$ cat src/logic/stm_pkg.sv
package stm_pkg;

  // ----------------------------------------
  // Array and pattern geometry
  // ----------------------------------------
  localparam int NUM_SEGMENT = 2;
  localparam int SEG_W = $clog2(NUM_SEGMENT);

  localparam int NUM_TRANS = 8;
  localparam int TRANS_W = $clog2(NUM_TRANS);

  localparam int IDX_W = 6;
  localparam int DEPTH = 64;

  // Pattern word holds intensity in the upper byte and phase in the lower
  localparam int DATA_W = 8;
  localparam int WORD_W = 2 * DATA_W;

  // ----------------------------------------
  // Pacing and playback control
  // ----------------------------------------
  localparam int DIV_W = 16;
  localparam int REP_W = 16;
  localparam logic [REP_W-1:0] REP_INFINITE = '1;

  localparam int NUM_GPIO = 4;
  localparam int GPIO_SEL_W = $clog2(NUM_GPIO);

  typedef enum logic [1:0] {
    TRANS_IMMEDIATE = 2'd0,
    TRANS_SYNC_IDX  = 2'd1,
    TRANS_GPIO      = 2'd2
  } transition_mode_e;

  typedef enum logic {
    READER_IDLE   = 1'b0,
    READER_STREAM = 1'b1
  } reader_state_e;

endpackage
$ cat src/logic/stm_swapchain.sv
`timescale 1ns/100ps

module stm_swapchain import stm_pkg::*; (
  input  logic                  CLK,
  input  logic                  arst_n,
  input  logic                  update_settings,
  input  logic [SEG_W-1:0]      req_segment,
  input  transition_mode_e      transition_mode,
  input  logic [GPIO_SEL_W-1:0] transition_value,
  input  logic [REP_W-1:0]      rep,
  input  logic                  timer_wrap [NUM_SEGMENT],
  input  logic                  gpio_in [NUM_GPIO],
  output logic [SEG_W-1:0]      segment,
  output logic                  stop
);

  logic                  pending;
  logic [SEG_W-1:0]      req_seg_q;
  transition_mode_e      mode_q;
  logic [GPIO_SEL_W-1:0] gpio_sel_q;
  logic [REP_W-1:0]      rep_q;
  logic [REP_W-1:0]      rep_cnt;
  logic                  switch_now;

  // ----------------------------------------
  // Deferred switch condition
  // ----------------------------------------
  always_comb begin
    switch_now = 1'b0;
    if (pending) begin
      case (mode_q)
        TRANS_SYNC_IDX: switch_now = timer_wrap[req_seg_q];
        TRANS_GPIO:     switch_now = gpio_in[gpio_sel_q];
        default:        switch_now = 1'b1;
      endcase
    end
  end

  // ----------------------------------------
  // Segment select and loop counting
  // ----------------------------------------
  always_ff @(posedge CLK or negedge arst_n) begin
    if (!arst_n) begin
      segment    <= '0;
      stop       <= 1'b0;
      pending    <= 1'b0;
      req_seg_q  <= '0;
      mode_q     <= TRANS_IMMEDIATE;
      gpio_sel_q <= '0;
      rep_q      <= REP_INFINITE;
      rep_cnt    <= '0;
    end else if (update_settings) begin
      rep_q   <= rep;
      rep_cnt <= '0;
      stop    <= 1'b0;
      if (req_segment == segment) begin
        pending <= 1'b0;
      end else if (transition_mode == TRANS_IMMEDIATE) begin
        segment <= req_segment;
        pending <= 1'b0;
      end else begin
        pending    <= 1'b1;
        req_seg_q  <= req_segment;
        mode_q     <= transition_mode;
        gpio_sel_q <= transition_value;
      end
    end else if (switch_now) begin
      segment <= req_seg_q;
      pending <= 1'b0;
      rep_cnt <= '0;
    end else begin
      // Counter saturates at rep so stop stays high until the next settings update
      if (timer_wrap[segment] && (rep_cnt != rep_q)) begin
        rep_cnt <= rep_cnt + 1'b1;
      end
      stop <= (rep_q != REP_INFINITE) && (rep_cnt == rep_q);
    end
  end

endmodule

$ cat config.mk
export PLATFORM = sky130hd
export DESIGN_NAME = stm_swapchain
export DESIGN_NICKNAME = d
export VERILOG_FILES = /design/src/logic/stm_pkg.sv /design/src/logic/stm_swapchain.sv
export SDC_FILE = /design/constraint.sdc
export NUM_CORES = 1
export LEC_CHECK = 0
export ABC_AREA = 0
export CORE_MARGIN = 2
export CORE_UTILIZATION = 50
export DETAILED_ROUTE_END_ITERATION = 6
export DONT_BUFFER_PORTS = 1
export MAX_ROUTING_LAYER = met4
export PLACE_DENSITY = 0.65
export SYNTH_ARGS = -nofsm -noshare
export SYNTH_HDL_FRONTEND = slang
export SYNTH_SLANG_ARGS = --single-unit
$ cat constraint.sdc
create_clock -name CLK -period 2.2 [get_ports CLK]
set_input_delay 0.44 -clock CLK [delete_from_list [all_inputs] [get_ports CLK]]
set_output_delay 0.44 -clock CLK [all_outputs]
set_load 0.1 [all_outputs]
After elaboration in Yosys (flattened, before gate mapping)
Cells that the tools add are included.
Storage, ports and cells
  flip-flop bits (word level): 40
  bits in latches: 0
  RAM bits: 0
  memory bits (read-only): 0
  input bits: 30
  memories kept: 0
Cells by class
  add/subtract/negate cells: 1
  multiply operators: 0
  divide/modulo/power cells: 0
  $lt $le $gt $ge: 3
  equal/unequal tests: 9
  shift operators: 0
  muxes and demuxes: 24
  bitwise operators: 5
  reduce and logical (&&, ||, !) cells: 7
Operators by type and width (number)
  2-to-1 mux 16 bit: 3
  2-to-1 mux 1 bit: 19
  adder 16 x 1 -> 16 bit, second input constant: 1
  == test 16 bit: 1
  inequality test 16 bit: 1
  inequality test 16 bit, second input constant: 1
  AND reduction 3 bit: 2
  >= comparator 2 bit, second input constant: 2
  inequality test 2 bit, second input constant: 2
  NOT 1 -> 2 bit: 2
  >= comparator 3 bit, second input constant: 1
  NOT 2 -> 3 bit: 1
  nonzero test 3 bit: 1
  binary-select mux 1 bit (select 2 bit): 1
  == test 2 x 1 -> 1 bit, second input constant: 1
  == test 2 bit, second input constant: 1
  logical AND 1 bit: 2
  zero test 2 bit: 1
  inequality test 2 x 1 -> 1 bit, second input constant: 1
  NOT 1 bit: 2
  one-hot mux 1 bit (2 select lines): 1
  nonzero test 2 bit: 1
  == test 1 bit: 1

Logic depth before layout (Yosys ltp)
  word-level depth: 8
  depth in mapped cells: 7
  mapped depth without buffers: 6

Worst setup path after synthesis
Ideal clock, no wire load.
  path kind: flip-flop to flip-flop
  start point: register segment
  end point: register rep_cnt[12]
  library setup time: 66 ps
  data arrival time: 2200 ps
  required time: 2134 ps
  path slack: -66 ps
  stages on the path, launching flop included: 7
  buffers on the path: 1
  period minus slack after synthesis: 2266 ps
  cell sequence: dfrtp_1 -> clkbuf_1 -> mux2_2 -> and3_1 -> nand4_1 -> or4_1 -> nand2_1
On the way
  cells in the longest elaborated chain, start to end: 6
RTL lines
  start: declaration: RTL line stm_swapchain.sv:13  | output logic [SEG_W-1:0] segment,
  start signal: assignment: RTL line stm_swapchain.sv:59  | segment <= req_segment;
  start signal: assignment: RTL line stm_swapchain.sv:68  | segment <= req_seg_q;
  NOT 1 -> 2 bit (not written as such): RTL line stm_swapchain.sv:73  | if (timer_wrap[segment] && (rep_cnt != rep_q)) begin
  2-to-1 mux 1 bit (not written as such) (3 in a row): RTL line stm_swapchain.sv:73
  logical AND 1 bit: RTL line stm_swapchain.sv:73
  nonzero test 3 bit (no line)
  end signal: assignment: RTL line stm_swapchain.sv:74  | rep_cnt <= rep_cnt + 1'b1;
  end: declaration: RTL line stm_swapchain.sv:22  | logic [REP_W-1:0] rep_cnt;
Every way passes these cells. The select of a mux whose other input is x is not followed.
A chain may end at the register's enable or synchronous reset.

Worst setup path after layout
  start point: register gpio_sel_q[0]
  end point: register rep_cnt[5]
On the way
  cells in the longest elaborated chain, start to end: 8
  elaborated cells between the ends (all ways): 9
  classes of those cells: mux (7); bitwise (1); reduce/logical (1)
RTL lines
  start: declaration: RTL line stm_swapchain.sv:20  | logic [GPIO_SEL_W-1:0] gpio_sel_q;
  start signal: assignment: RTL line stm_swapchain.sv:65  | gpio_sel_q <= transition_value;
  NOT 2 -> 3 bit (not written as such) (*): RTL line stm_swapchain.sv:33  | TRANS_GPIO: switch_now = gpio_in[gpio_sel_q];
  binary-select mux 1 bit (select 2 bit) (*): RTL line stm_swapchain.sv:33
  2-to-1 mux 1 bit (not written as such) (*) (2 in a row): RTL line stm_swapchain.sv:33
  one-hot mux 1 bit (2 select lines) (*): RTL line stm_swapchain.sv:31  | case (mode_q)
  2-to-1 mux 1 bit (*): RTL line stm_swapchain.sv:30  | if (pending) begin
  2-to-1 mux 16 bit: RTL line stm_swapchain.sv:67  | end else if (switch_now) begin
  2-to-1 mux 16 bit: RTL line stm_swapchain.sv:52  | end else if (update_settings) begin
Every way passes the cells marked *; elsewhere a longest branch is shown, timed or not. The select of a mux whose other input is x is not followed.

==> impl_metrics.toml <==
[setup_path]
reg2reg_from = "gpio_sel_q[0]"
path_delay_family = "compound AO/OA/AOI/OAI gates"
crit_start = "gpio_sel_q[0]"
crit_type = "reg2reg"
arrival_ns = 2.36
critPathMaxStageDelay_ns = 0.50
end_kind = "flip-flop"
critPathLaunchType = "flip-flop"
required_ns = 2.43
critPathBufInv = 0
cp_slowest_cell = "mux4_2"
path_max_fanout = 7
worstPathCellList = "mux4_2, a221o_1, a21o_4, or4_1, nand2_1"

[cts]
cts_tree = "done"
cts.htree.levels = 2
cts_made_buffers = 5
insertion_delay_ns = 0.29
path_clk_slew_ns = 0.08
clk_path_buf_depth = 2
post-cts-setup-buffers = 0
cts_root_buf = "clkbuf_8"
cts_sinks = 40

[floorplan]
core_area_sq_um = 4030
chipHeight_um = 69.0
num_rows = 23
dieArea_sq_um = 4750
fp.dieW_um = 69.0
top_level_ports = 32
initial_utilization_pct = 52.4

[job]
maxCapViolations = 0

[timing]
worstMarginPinSlew_ns = 0.449
maxSlewHeadroom_pct = 70.0
timing.final.crit_period_ns = 2.13
fin_setup_tns_ns = 0
slew_violations = 0
setup_viol = 0
fmax_mhz = 469
rsz0062_at_grt = "no"
fin_worst_skew_ns = 0.00785
finalCritPeriodShare_pct = 97.0
hold_violations = 0

[hold_path]
hold_start = "update_settings"
holdCritPathClass = "in2reg"

[yosys]
yosysSeqAreaShare_pct = 48.4
avgSynthCellArea_sq_um = 10.8
ys.warnings.count = 0
synth_area_sq_um = 2110
synthDistinctLibCells = 30
ys_ff_latch = 40
syn_inst = 196
syn_nets = 229

[global_routing]
grt_overflow = 0
antenna_found_initial = 0
grt_pass1_wl_um = 7380
grt_max_degree = 41
gr-usage-all-layers_pct = 22.0
grt_pass1_vias = 1628

[cells_and_area]
area_delta_synth_final_pct = 12.1
most-common-layout-cells = "23 x dfrtp_1, 20 x mux2_2, 17 x xnor2_1, 16 x dfstp_2, 15 x o21ai_0"
nets = 237
final_common_cell = "dfrtp_1"
antennaDiodeCount = 0
drive_gt1_share_pct = 27.3
final_util_pct = 58.7

[routing]
drt.antenna.violating_nets = 0
drc_errors = 0
routedWlPerCell_um = 17.4
routed_wl_um = 4430
num_vias = 1562
drt_iter0_markers = 86
avgViaCountPerCell = 6.13
firstDrtPassIters = 4

[run_status]
status = "completed"

[power]
ir_worst_vdd_mv = 0.642
p_leak_uw = 0.000914
p_per_area_nw_per_um2 = 907

[placement]
gp_congestion = 0.851
port_buffers = 0
dp_hpwl_um = 3320
cell families (layout without fill, tap and decap cells):
family          count (synthesis)  count (layout)  share of synthesized area (%)
fa+ha+maj                       3               3                           1.78
xor+xnor                       17              17                           7.06
mux                            27              27                           14.6
flops                          40              40                           48.4
compound gates                 35              35                           9.61
buf+inv                        10              19                           1.78
simple gates                   64              64                           16.8
cell type report:
type / instances / area [sq um]
Tap cell: 50 / 62.6
Multi-Input combinational cell: 146 / 1070
Fill cell: 356 / 1660
Sequential cell: 40 / 1020
Clock buffer: 8 / 121
Inverter: 3 / 11.3
Timing Repair Buffer: 8 / 75.1
report_power, final:
part	internal, uW	switching [uW]
clock	355	256
sequential	864	111
combinational	264	295
synthesized netlist by cell type:
cell      number  area [sq um]
or3_1          9          56.3
nand3_1        6          30.0
and2_1         1          6.26
dfstp_2       16           420
nand3b_1       1          7.51
o211ai_1       4          30.0
nand2_1       14          52.6
nor3_1         1          5.00
clkbuf_1       6          22.5
and3_1         3          18.8
xnor2_1       17           149
mux2_2        20           225
a21o_1         2          15.0
buf_1          1          3.75
nor3b_1        1          7.51
o32ai_1        1          8.76
or4_1          4          30.0
ha_1           3          37.5
mux2i_1        6          60.1
nor4_1         2          12.5
mux4_2         1          22.5
nand4_1       14          87.6
a21oi_2        1          8.76
nand2b_1       4          25.0
dfrtp_1       24           601
inv_1          3          11.3
nor2_1         4          15.0
o21ai_0       15          75.1
a21oi_1       11          55.1
a221o_1        1          10.0
what timing repair did:
| item | in CTS | in global routing |
|---|---|---|
| setup endpoints to repair | 0 | 4 |
| gates resized for setup | 0 | 2 |
| hold buffers | 2 | 0 |
| endpoints found under the hold margin | 40 | 0 |
worst paths after layout:
kind / end / slack, ns / cells after the start
setup / recovery: rep_cnt[5] / 0.07 / 5
hold / removal: segment / 0.24 / 1
setup reg to reg: rep_cnt[5] / 0.07 / 5
hold reg to reg: gpio_sel_q[1] / 0.54 / 1
max in group asynchronous: rep_q[9] / 1.34 / 2
min in group asynchronous: rep_cnt[13] / 0.60 / 2
per-stage QoR:
stage	instances	setup WS [ns]	hold slack (ns)	power (uW)	instance area, sq um
finish	255	0.0660	0.245	2140	2360
global route	255	0.00418	0.224	2260	2360
CTS	255	0.0595	0.232	2140	2350
detailed placement	245	0.0490	0.146	1500	2200
global placement	245	0.0831	0.146	1480	2200
floorplan	196	0.132	0.144	1360	2110
routing by layer:
| layer | wire [um] | GRT usage (%) |
|---|---|---|
| met3 | 223 | 5.84 |
| met5 | 0 | - |
| met4 | 82 | 8.82 |
| met1 | 1940 | 26.7 |
| met2 | 2180 | 35.1 |
flip-flops by register name, summed over array words and instances (netlist names):
name and count:
pending 1, rep_q 16, mode_q 2, rep_cnt 16, segment 1, req_seg_q 1, stop 1, gpio_sel_q 2
Power figures use the tool's default switching activity.
