<file path="src/logic/stm_pkg.sv">
package stm_pkg;

  // ----------------------------------------
  // Array and pattern geometry
  // ----------------------------------------
  localparam int NUM_SEGMENT = 2;
  localparam int SEG_W = $clog2(NUM_SEGMENT);

  localparam int NUM_TRANS = 8;
  localparam int TRANS_W = $clog2(NUM_TRANS);

  localparam int IDX_W = 6;
  localparam int DEPTH = 64;

  // Pattern word holds intensity in the upper byte and phase in the lower
  localparam int DATA_W = 8;
  localparam int WORD_W = 2 * DATA_W;

  // ----------------------------------------
  // Pacing and playback control
  // ----------------------------------------
  localparam int DIV_W = 16;
  localparam int REP_W = 16;
  localparam logic [REP_W-1:0] REP_INFINITE = '1;

  localparam int NUM_GPIO = 4;
  localparam int GPIO_SEL_W = $clog2(NUM_GPIO);

  typedef enum logic [1:0] {
    TRANS_IMMEDIATE = 2'd0,
    TRANS_SYNC_IDX  = 2'd1,
    TRANS_GPIO      = 2'd2
  } transition_mode_e;

  typedef enum logic {
    READER_IDLE   = 1'b0,
    READER_STREAM = 1'b1
  } reader_state_e;

endpackage
</file>
<file path="src/logic/stm_timer.sv">
`timescale 1ns/100ps

module stm_timer import stm_pkg::*; (
  input  logic             CLK,
  input  logic             arst_n,
  input  logic             settings_update,
  input  logic [DIV_W-1:0] freq_div [NUM_SEGMENT],
  input  logic [IDX_W-1:0] cycle [NUM_SEGMENT],
  output logic [IDX_W-1:0] timer_idx [NUM_SEGMENT],
  output logic             timer_wrap [NUM_SEGMENT],
  output logic             update_settings
);

  logic [DIV_W-1:0] presc [NUM_SEGMENT];

  // Both segments restart on the same edge so their indices stay in phase
  always_ff @(posedge CLK or negedge arst_n) begin
    if (!arst_n) begin
      update_settings <= 1'b0;
      for (int s = 0; s < NUM_SEGMENT; s++) begin
        presc[s]      <= '0;
        timer_idx[s]  <= '0;
        timer_wrap[s] <= 1'b0;
      end
    end else begin
      update_settings <= settings_update;
      for (int s = 0; s < NUM_SEGMENT; s++) begin
        if (settings_update) begin
          presc[s]      <= '0;
          timer_idx[s]  <= '0;
          timer_wrap[s] <= 1'b0;
        end else if (presc[s] == freq_div[s]) begin
          presc[s] <= '0;
          // An index past cycle can only appear after cycle shrinks, so fold it back too
          if (timer_idx[s] >= cycle[s]) begin
            timer_idx[s]  <= '0;
            timer_wrap[s] <= 1'b1;
          end else begin
            timer_idx[s]  <= timer_idx[s] + 1'b1;
            timer_wrap[s] <= 1'b0;
          end
        end else begin
          presc[s]      <= presc[s] + 1'b1;
          timer_wrap[s] <= 1'b0;
        end
      end
    end
  end

endmodule

</file>
<file path="config.mk">
export PLATFORM = sky130hd
export DESIGN_NAME = stm_timer
export DESIGN_NICKNAME = d
export VERILOG_FILES = /design/src/logic/stm_pkg.sv /design/src/logic/stm_timer.sv
export SDC_FILE = /design/constraint.sdc
export NUM_CORES = 1
export LEC_CHECK = 0
export ABC_AREA = 1
export BUFFER_PORTS_ARGS = -buffer_cell sky130_fd_sc_hd__buf_2
export CAP_MARGIN = 20
export CORE_MARGIN = 2
export CORE_UTILIZATION = 57
export CTS_CLUSTER_DIAMETER = 120
export DETAILED_ROUTE_END_ITERATION = 7
export GPL_TIMING_DRIVEN = 0
export PLACE_DENSITY_LB_ADDON = 0.25
export RECOVER_POWER = 100
export SLEW_MARGIN = 10
export SYNTH_ARGS = -nofsm -noshare
export SYNTH_HDL_FRONTEND = slang
export SYNTH_SLANG_ARGS = --single-unit
</file>
<file path="constraint.sdc">
create_clock -name CLK -period 1.8 [get_ports CLK]
set_input_delay 0.09 -clock CLK [delete_from_list [all_inputs] [get_ports CLK]]
set_output_delay 0.09 -clock CLK [all_outputs]
set_load 0.02 [all_outputs]
</file>
---- Yosys cells after proc, flatten, opt, wreduce, memory -nomap -nowiden ----
Index checks and enable logic that the tools add are counted.
storage, ports and cells
  output and inout port bits .............. 15
  input port bits ......................... 47
  word-level logic and storage cells ...... 33
  bits in registers ....................... 47
cells by class
  reduce and logical (&&, ||, !) cells .... 2
  mux-type cells .......................... 16
  $lt $le $gt $ge ......................... 2
  add/sub/neg operators ................... 4
  equal/unequal tests ..................... 2
operators with widths
  operator                                                          number
  16-bit 2-to-1 mux                                                 4
  6-bit 2-to-1 mux                                                  6
  16-bit by 1-bit adder with 16-bit output (second input constant)  2
  16-bit equality test                                              2
  6-bit by 1-bit adder with 6-bit output (second input constant)    2
  6-bit >= comparator                                               2
  1-bit 2-to-1 mux                                                  6
  2-bit nonzero test                                                2

---- Depth between registers and ports, before layout ----
  depth after elaboration ................. 4
  mapped depth ............................ 11
  depth with buffers taken out ............ 11

---- Worst setup path before layout ----
No wires, ideal clock.
  path kind ............................... register to register
  start point ............................. reg timer_idx[6] in the netlist's numbering
  end point ............................... reg timer_idx[6] in the netlist's numbering
  library setup time ...................... 0.066 ns
  data arrival time ....................... 1.526 ns
  period minus slack after synthesis ...... 1.591 ns
  stages on the path, launching flop included .. 12
  slack ................................... 0.209 ns
  buffers on the path ..................... 0
  required time ........................... 1.734 ns
  path through ............................ dfrtp_1 -> inv_1 -> ha_1 -> inv_1 -> nand2_1 -> nand2_1 -> nand2_1 -> nand2_1 -> nand2_1 -> nor2_1 -> nand4_1 -> nand2_1
on the way
  cells in the longest elaborated chain, start to end .. 4
  elaborated cells between the ends (all ways) .. 5
  those cells by class .................... add/sub: 1; order compare: 1; mux: 3
ends and longest elaborated chain
  what                                                                           line                              text
  start, declared                                                                stm_timer.sv:9                    output logic [IDX_W-1:0] timer_idx [NUM_SEGMENT],
  start signal, assigned by index                                                stm_timer.sv:39                   timer_idx[s] <= timer_idx[s] + 1'b1;
  6-bit by 1-bit adder with 6-bit output or 6-bit >= comparator (tied branches)  stm_timer.sv:39, stm_timer.sv:35
  6-bit 2-to-1 mux (*)                                                           stm_timer.sv:35                   if (timer_idx[s] >= cycle[s]) begin
  6-bit 2-to-1 mux (*)                                                           stm_timer.sv:32                   end else if (presc[s] == freq_div[s]) begin
  6-bit 2-to-1 mux (*)                                                           stm_timer.sv:28                   if (settings_update) begin
Every way passes the cells marked *; elsewhere a longest branch is shown, timed or not. The select of a mux whose other input is x is not followed.
A chain may end at the register's enable or synchronous reset.

---- Worst setup path in the final report ----
  start point ............................. reg presc[10] in the netlist's numbering
  end point ............................... reg timer_idx[2] in the netlist's numbering
on the way
  cells in the longest elaborated chain, start to end .. 2
ends and longest elaborated chain
  what                             line             text
  start, declared                  stm_timer.sv:14  logic [DIV_W-1:0] presc [NUM_SEGMENT];
  start signal, assigned by index  stm_timer.sv:43  presc[s] <= presc[s] + 1'b1;
  16-bit equality test             stm_timer.sv:32
  2-bit nonzero test (no line)     n/a
No other way between the ends.

==> run_results.csv <==
group,metric,value,unit
global_routing,grt_max_degree,48,
critical_path,path_delay_family,"simple AND/OR/NAND/NOR gates",
logic_synthesis,syn_inst,529,
critical_path,worstSetupStartpointType,"flop",
critical_path,cpMostUsedCell,"nand2_1",
critical_path,r2r_cells,10,
timing,slew_headroom,0.110,
final_layout,drive_gt1_frac,0.138,
final_layout,synthToLayoutAreaGrowth,14.6,%
pwr,ir_drop,0.000411,V
cts,post_cts_buffers,0,
detailed_routing,drcViolationCount,0,
place,place_hpwl,5790,µm
floorplanning,boundaryPins,62,
floorplanning,start_util,0.592,
global_routing,antenna_found_initial,0,
detailed_routing,first_pass_iters,5,
timing,clock.fmax,610,MHz
logic_synthesis,yosysTopAreaCell,"dfrtp_1",
critical_path,worstPathRequired,1.99,ns
pwr,p_per_area,521,nW/µm²
timing,setup_viol,0,
timing,tightestPinTransition,1.34,ns
cts,cts_tree,"built",
final_layout,postLayoutCoreUtil,0.679,
worst_hold_path,hold_start,"cycle[0]",
timing,finalHoldViolations,0,
timing,hold_ws,0.319,ns
logic_synthesis,synth_edf_count,0,
worst_hold_path,hold_depth,7,
final_layout,mostFrequentLayoutCells,"177 x nand2_1, 85 x nor2_1, 81 x inv_1",
run_status,outcome,"complete, no violations",
cts,cts_buffers,5,
final_layout,ff_latch_area,1180,µm²
critical_path,critPathCaptureType,"flop",
critical_path,worstSetupPathType,"flop to flop",
job,cap_violations,0,
logic_synthesis,synth.avg_cell_area,6.63,µm²
critical_path,crit_buf_inv,2,
worst_hold_path,hold_end,"timer_wrap[0]$_DFF_PN0_",
final_layout,mostFrequentLayoutCell,"nand2_1",
cts,worstSkewPairLatency,0.30,ns
global_routing,grt_pass1_wl,12800,µm
pwr,leakage,2.19,nW
global_routing,grt-ovfl-total,0,
timing,clock-skew-final,0.00533,ns
place,placedInstanceArea,3910,µm²
cts,clockBufferDepth,2,
cts,cts.sinks,47,
worst_hold_path,hp-class,"primary input to flop",
global_routing,grt_pass1_vias,2996,
logic_synthesis,synth_seq_cells,47,
floorplanning,core.rowCount,28,
floorplanning,fp.dieH,82.4,µm
logic_synthesis,syn_nets,592,
detailed_routing,wl_per_cell,11.1,µm
critical_path,r2r-start,"presc[10]$_DFF_PN0_",
floorplanning,die_area,6790,µm²
logic_synthesis,ys.flop_type,"dfrtp_1",
timing,period_minus_slack,1.64,ns
critical_path,cpPeakStageDelay,0.44,ns
critical_path,reg2reg_slack,0.16,ns
logic_synthesis,netlist_area,3510,µm²
detailed_routing,antenna_left,0,
logic_synthesis,synth_cell_types,20,
critical_path,critical_path_peak_fanout,10,
final_layout,fin_nets,663,
critical_path,crit_arrival,1.83,ns
critical_path,cp_cell_sequence,"inv_2, nand2_1, nand2_1, nor2_1, nand2_1, nor2_4, nand2_1, buf_4, nand3_1, nand2_1",
detailed_routing,vias,3347,
cts,h-tree-depth,2,
detailed_routing,drt-total-wl,7510,µm
critical_path,reg2reg_to,"timer_idx[2]$_DFFE_PN0P_",
timing,final_max_slew_viol_count,0,
final_layout,multiInputGateArea,1910,µm²
floorplanning,core_area,5920,µm²
timing,rsz0062_at_grt,"false",
detailed_routing,vias_per_cell,4.96,
logic_synthesis,synthArstFlopShare,1.00,
detailed_routing,dr.first_iter.drc_count,233,
place,portBuffers,61,
logic_synthesis,yosysTopAreaCellShare,0.335,
timing,finalSetupTns,0,ns
final_layout,fill_cells,560,
logic_synthesis,synth_area_leaders,"dfrtp_1 34%, nand2_1 19%, nor2_1 9.3%",
final_layout,final_area,4020,µm²
cts,path_clk_slew,0.09,ns
timing,post-route-period-util,0.911,
critical_path,crit_path_top_delay_cell,"dfrtp_1",
global_routing,track_usage,0.240,
floorplanning,die_w,82.4,µm
place,gp_congestion,0.914,
final_layout,diodes,0,
logic_synthesis,yosysSeqAreaShare,0.335,
logic_synthesis,yosysWarningCount,0,
cts,cts_root_buf,"clkbuf_8",
==> power by group <==
part	switching, mW	internal [mW]	leakage [nW]	total (mW)
clock network	0.354	0.408	0.0513	0.762
registers	0.0139	1.07	0.649	1.08
logic	0.144	0.107	1.49	0.251
total	0.512	1.58	2.19	2.09
==> layout make-up <==
| class | instances | share of cell area |
|---|---|---|
| flip-flops and latches | 47 | 0.293 |
| clock inverters | 1 | 0.00747 |
| repair buffers | 64 | 0.0828 |
| well taps | 75 | 0.0234 |
| plain buffers | 9 | 0.0143 |
| multi-input cells | 381 | 0.475 |
| clock buffers | 6 | 0.0181 |
| inverters | 92 | 0.0860 |
==> worst max-delay path by stage <==
| stage | slack (ns) | start | cells after the start | end |
|---|---|---|---|---|
| 4_1_cts | 0.07 | timer_idx[6]$_DFFE_PN0P_ | 11 | timer_idx[6]$_DFFE_PN0P_ |
| 3_5_place_dp | 0.09 | timer_idx[6]$_DFFE_PN0P_ | 11 | timer_idx[6]$_DFFE_PN0P_ |
| 3_3_place_gp | 0.17 | timer_idx[5]$_DFFE_PN0P_ | 8 | timer_idx[4]$_DFFE_PN0P_ |
| 5_1_grt | 0.007 | timer_idx[5]$_DFFE_PN0P_ | 8 | timer_idx[1]$_DFFE_PN0P_ |
| 6_report | 0.16 | presc[10]$_DFF_PN0_ | 10 | timer_idx[2]$_DFFE_PN0P_ |
| 2_1_floorplan | 0.21 | timer_idx[6]$_DFFE_PN0P_ | 11 | timer_idx[6]$_DFFE_PN0P_ |
==> timing repair <==
action                     CTS  global route
resized for setup            0             6
setup endpoints to repair    0             8
hold buffers                 1             1
hold endpoints to repair     1            22
==> logic make-up (layout without fill, tap and decap cells) <==
family                     count (synthesis)  in the layout  share of synthesized area
DFF                                       47             47                      0.335
buffers and inverters                    101            172                      0.118
AOI/OAI and AO/OA                          9              9                     0.0128
adders and majority gates                 16             16                     0.0571
xor gates and xnor gates                  30             30                     0.0749
and+or+nand+nor                          326            326                      0.402
==> state kept, by name, indices dropped and copies added, names as in the netlist <==
signal,count
presc,32
timer_idx,12
timer_wrap,2
update_settings,1
==> synthesized netlist by cell type, types with 5 or more instances <==
cell type	count
inv_1	82
nor3_1	5
o21ai_0	5
inv_2	10
nand3_2	9
nor2_1	87
nand2_1	174
xor2_1	26
nand4_1	19
nand3_1	24
ha_1	16
dfrtp_1	47
==> routing by layer <==
layer | up-vias | share of wire | global-route usage
met1 | 1505 | 0.45 | 0.317
met2 | 93 | 0.49 | 0.408
met4 | 0 | 0.013 | 0.0717
li1 | 1740 | - | -
met3 | 9 | 0.048 | 0.0337
met5 | - | 0 | 0
==> per-stage QoR <==
| stage | std cells | setup WS (ns) | power, mW |
|---|---|---|---|
| floorplan | 529 | 0.209 | 1.23 |
| global placement | 665 | 0.171 | 1.33 |
| detailed placement | 665 | 0.0892 | 1.34 |
| CTS | 673 | 0.0658 | 2.10 |
| global route | 675 | 0.00689 | 2.18 |
| finish | 675 | 0.160 | 2.09 |
==> worst reg2reg max path, stage by stage, from the launching register on <==
cell	delay (ns)
dfrtp_1	0.44
inv_2	0.06
nand2_1	0.05
nand2_1	0.04
nor2_1	0.17
nand2_1	0.12
nor2_4	0.21
nand2_1	0.10
buf_4	0.20
nand3_1	0.09
nand2_1	0.06
No activity file was read; power rests on OpenSTA's default activity.
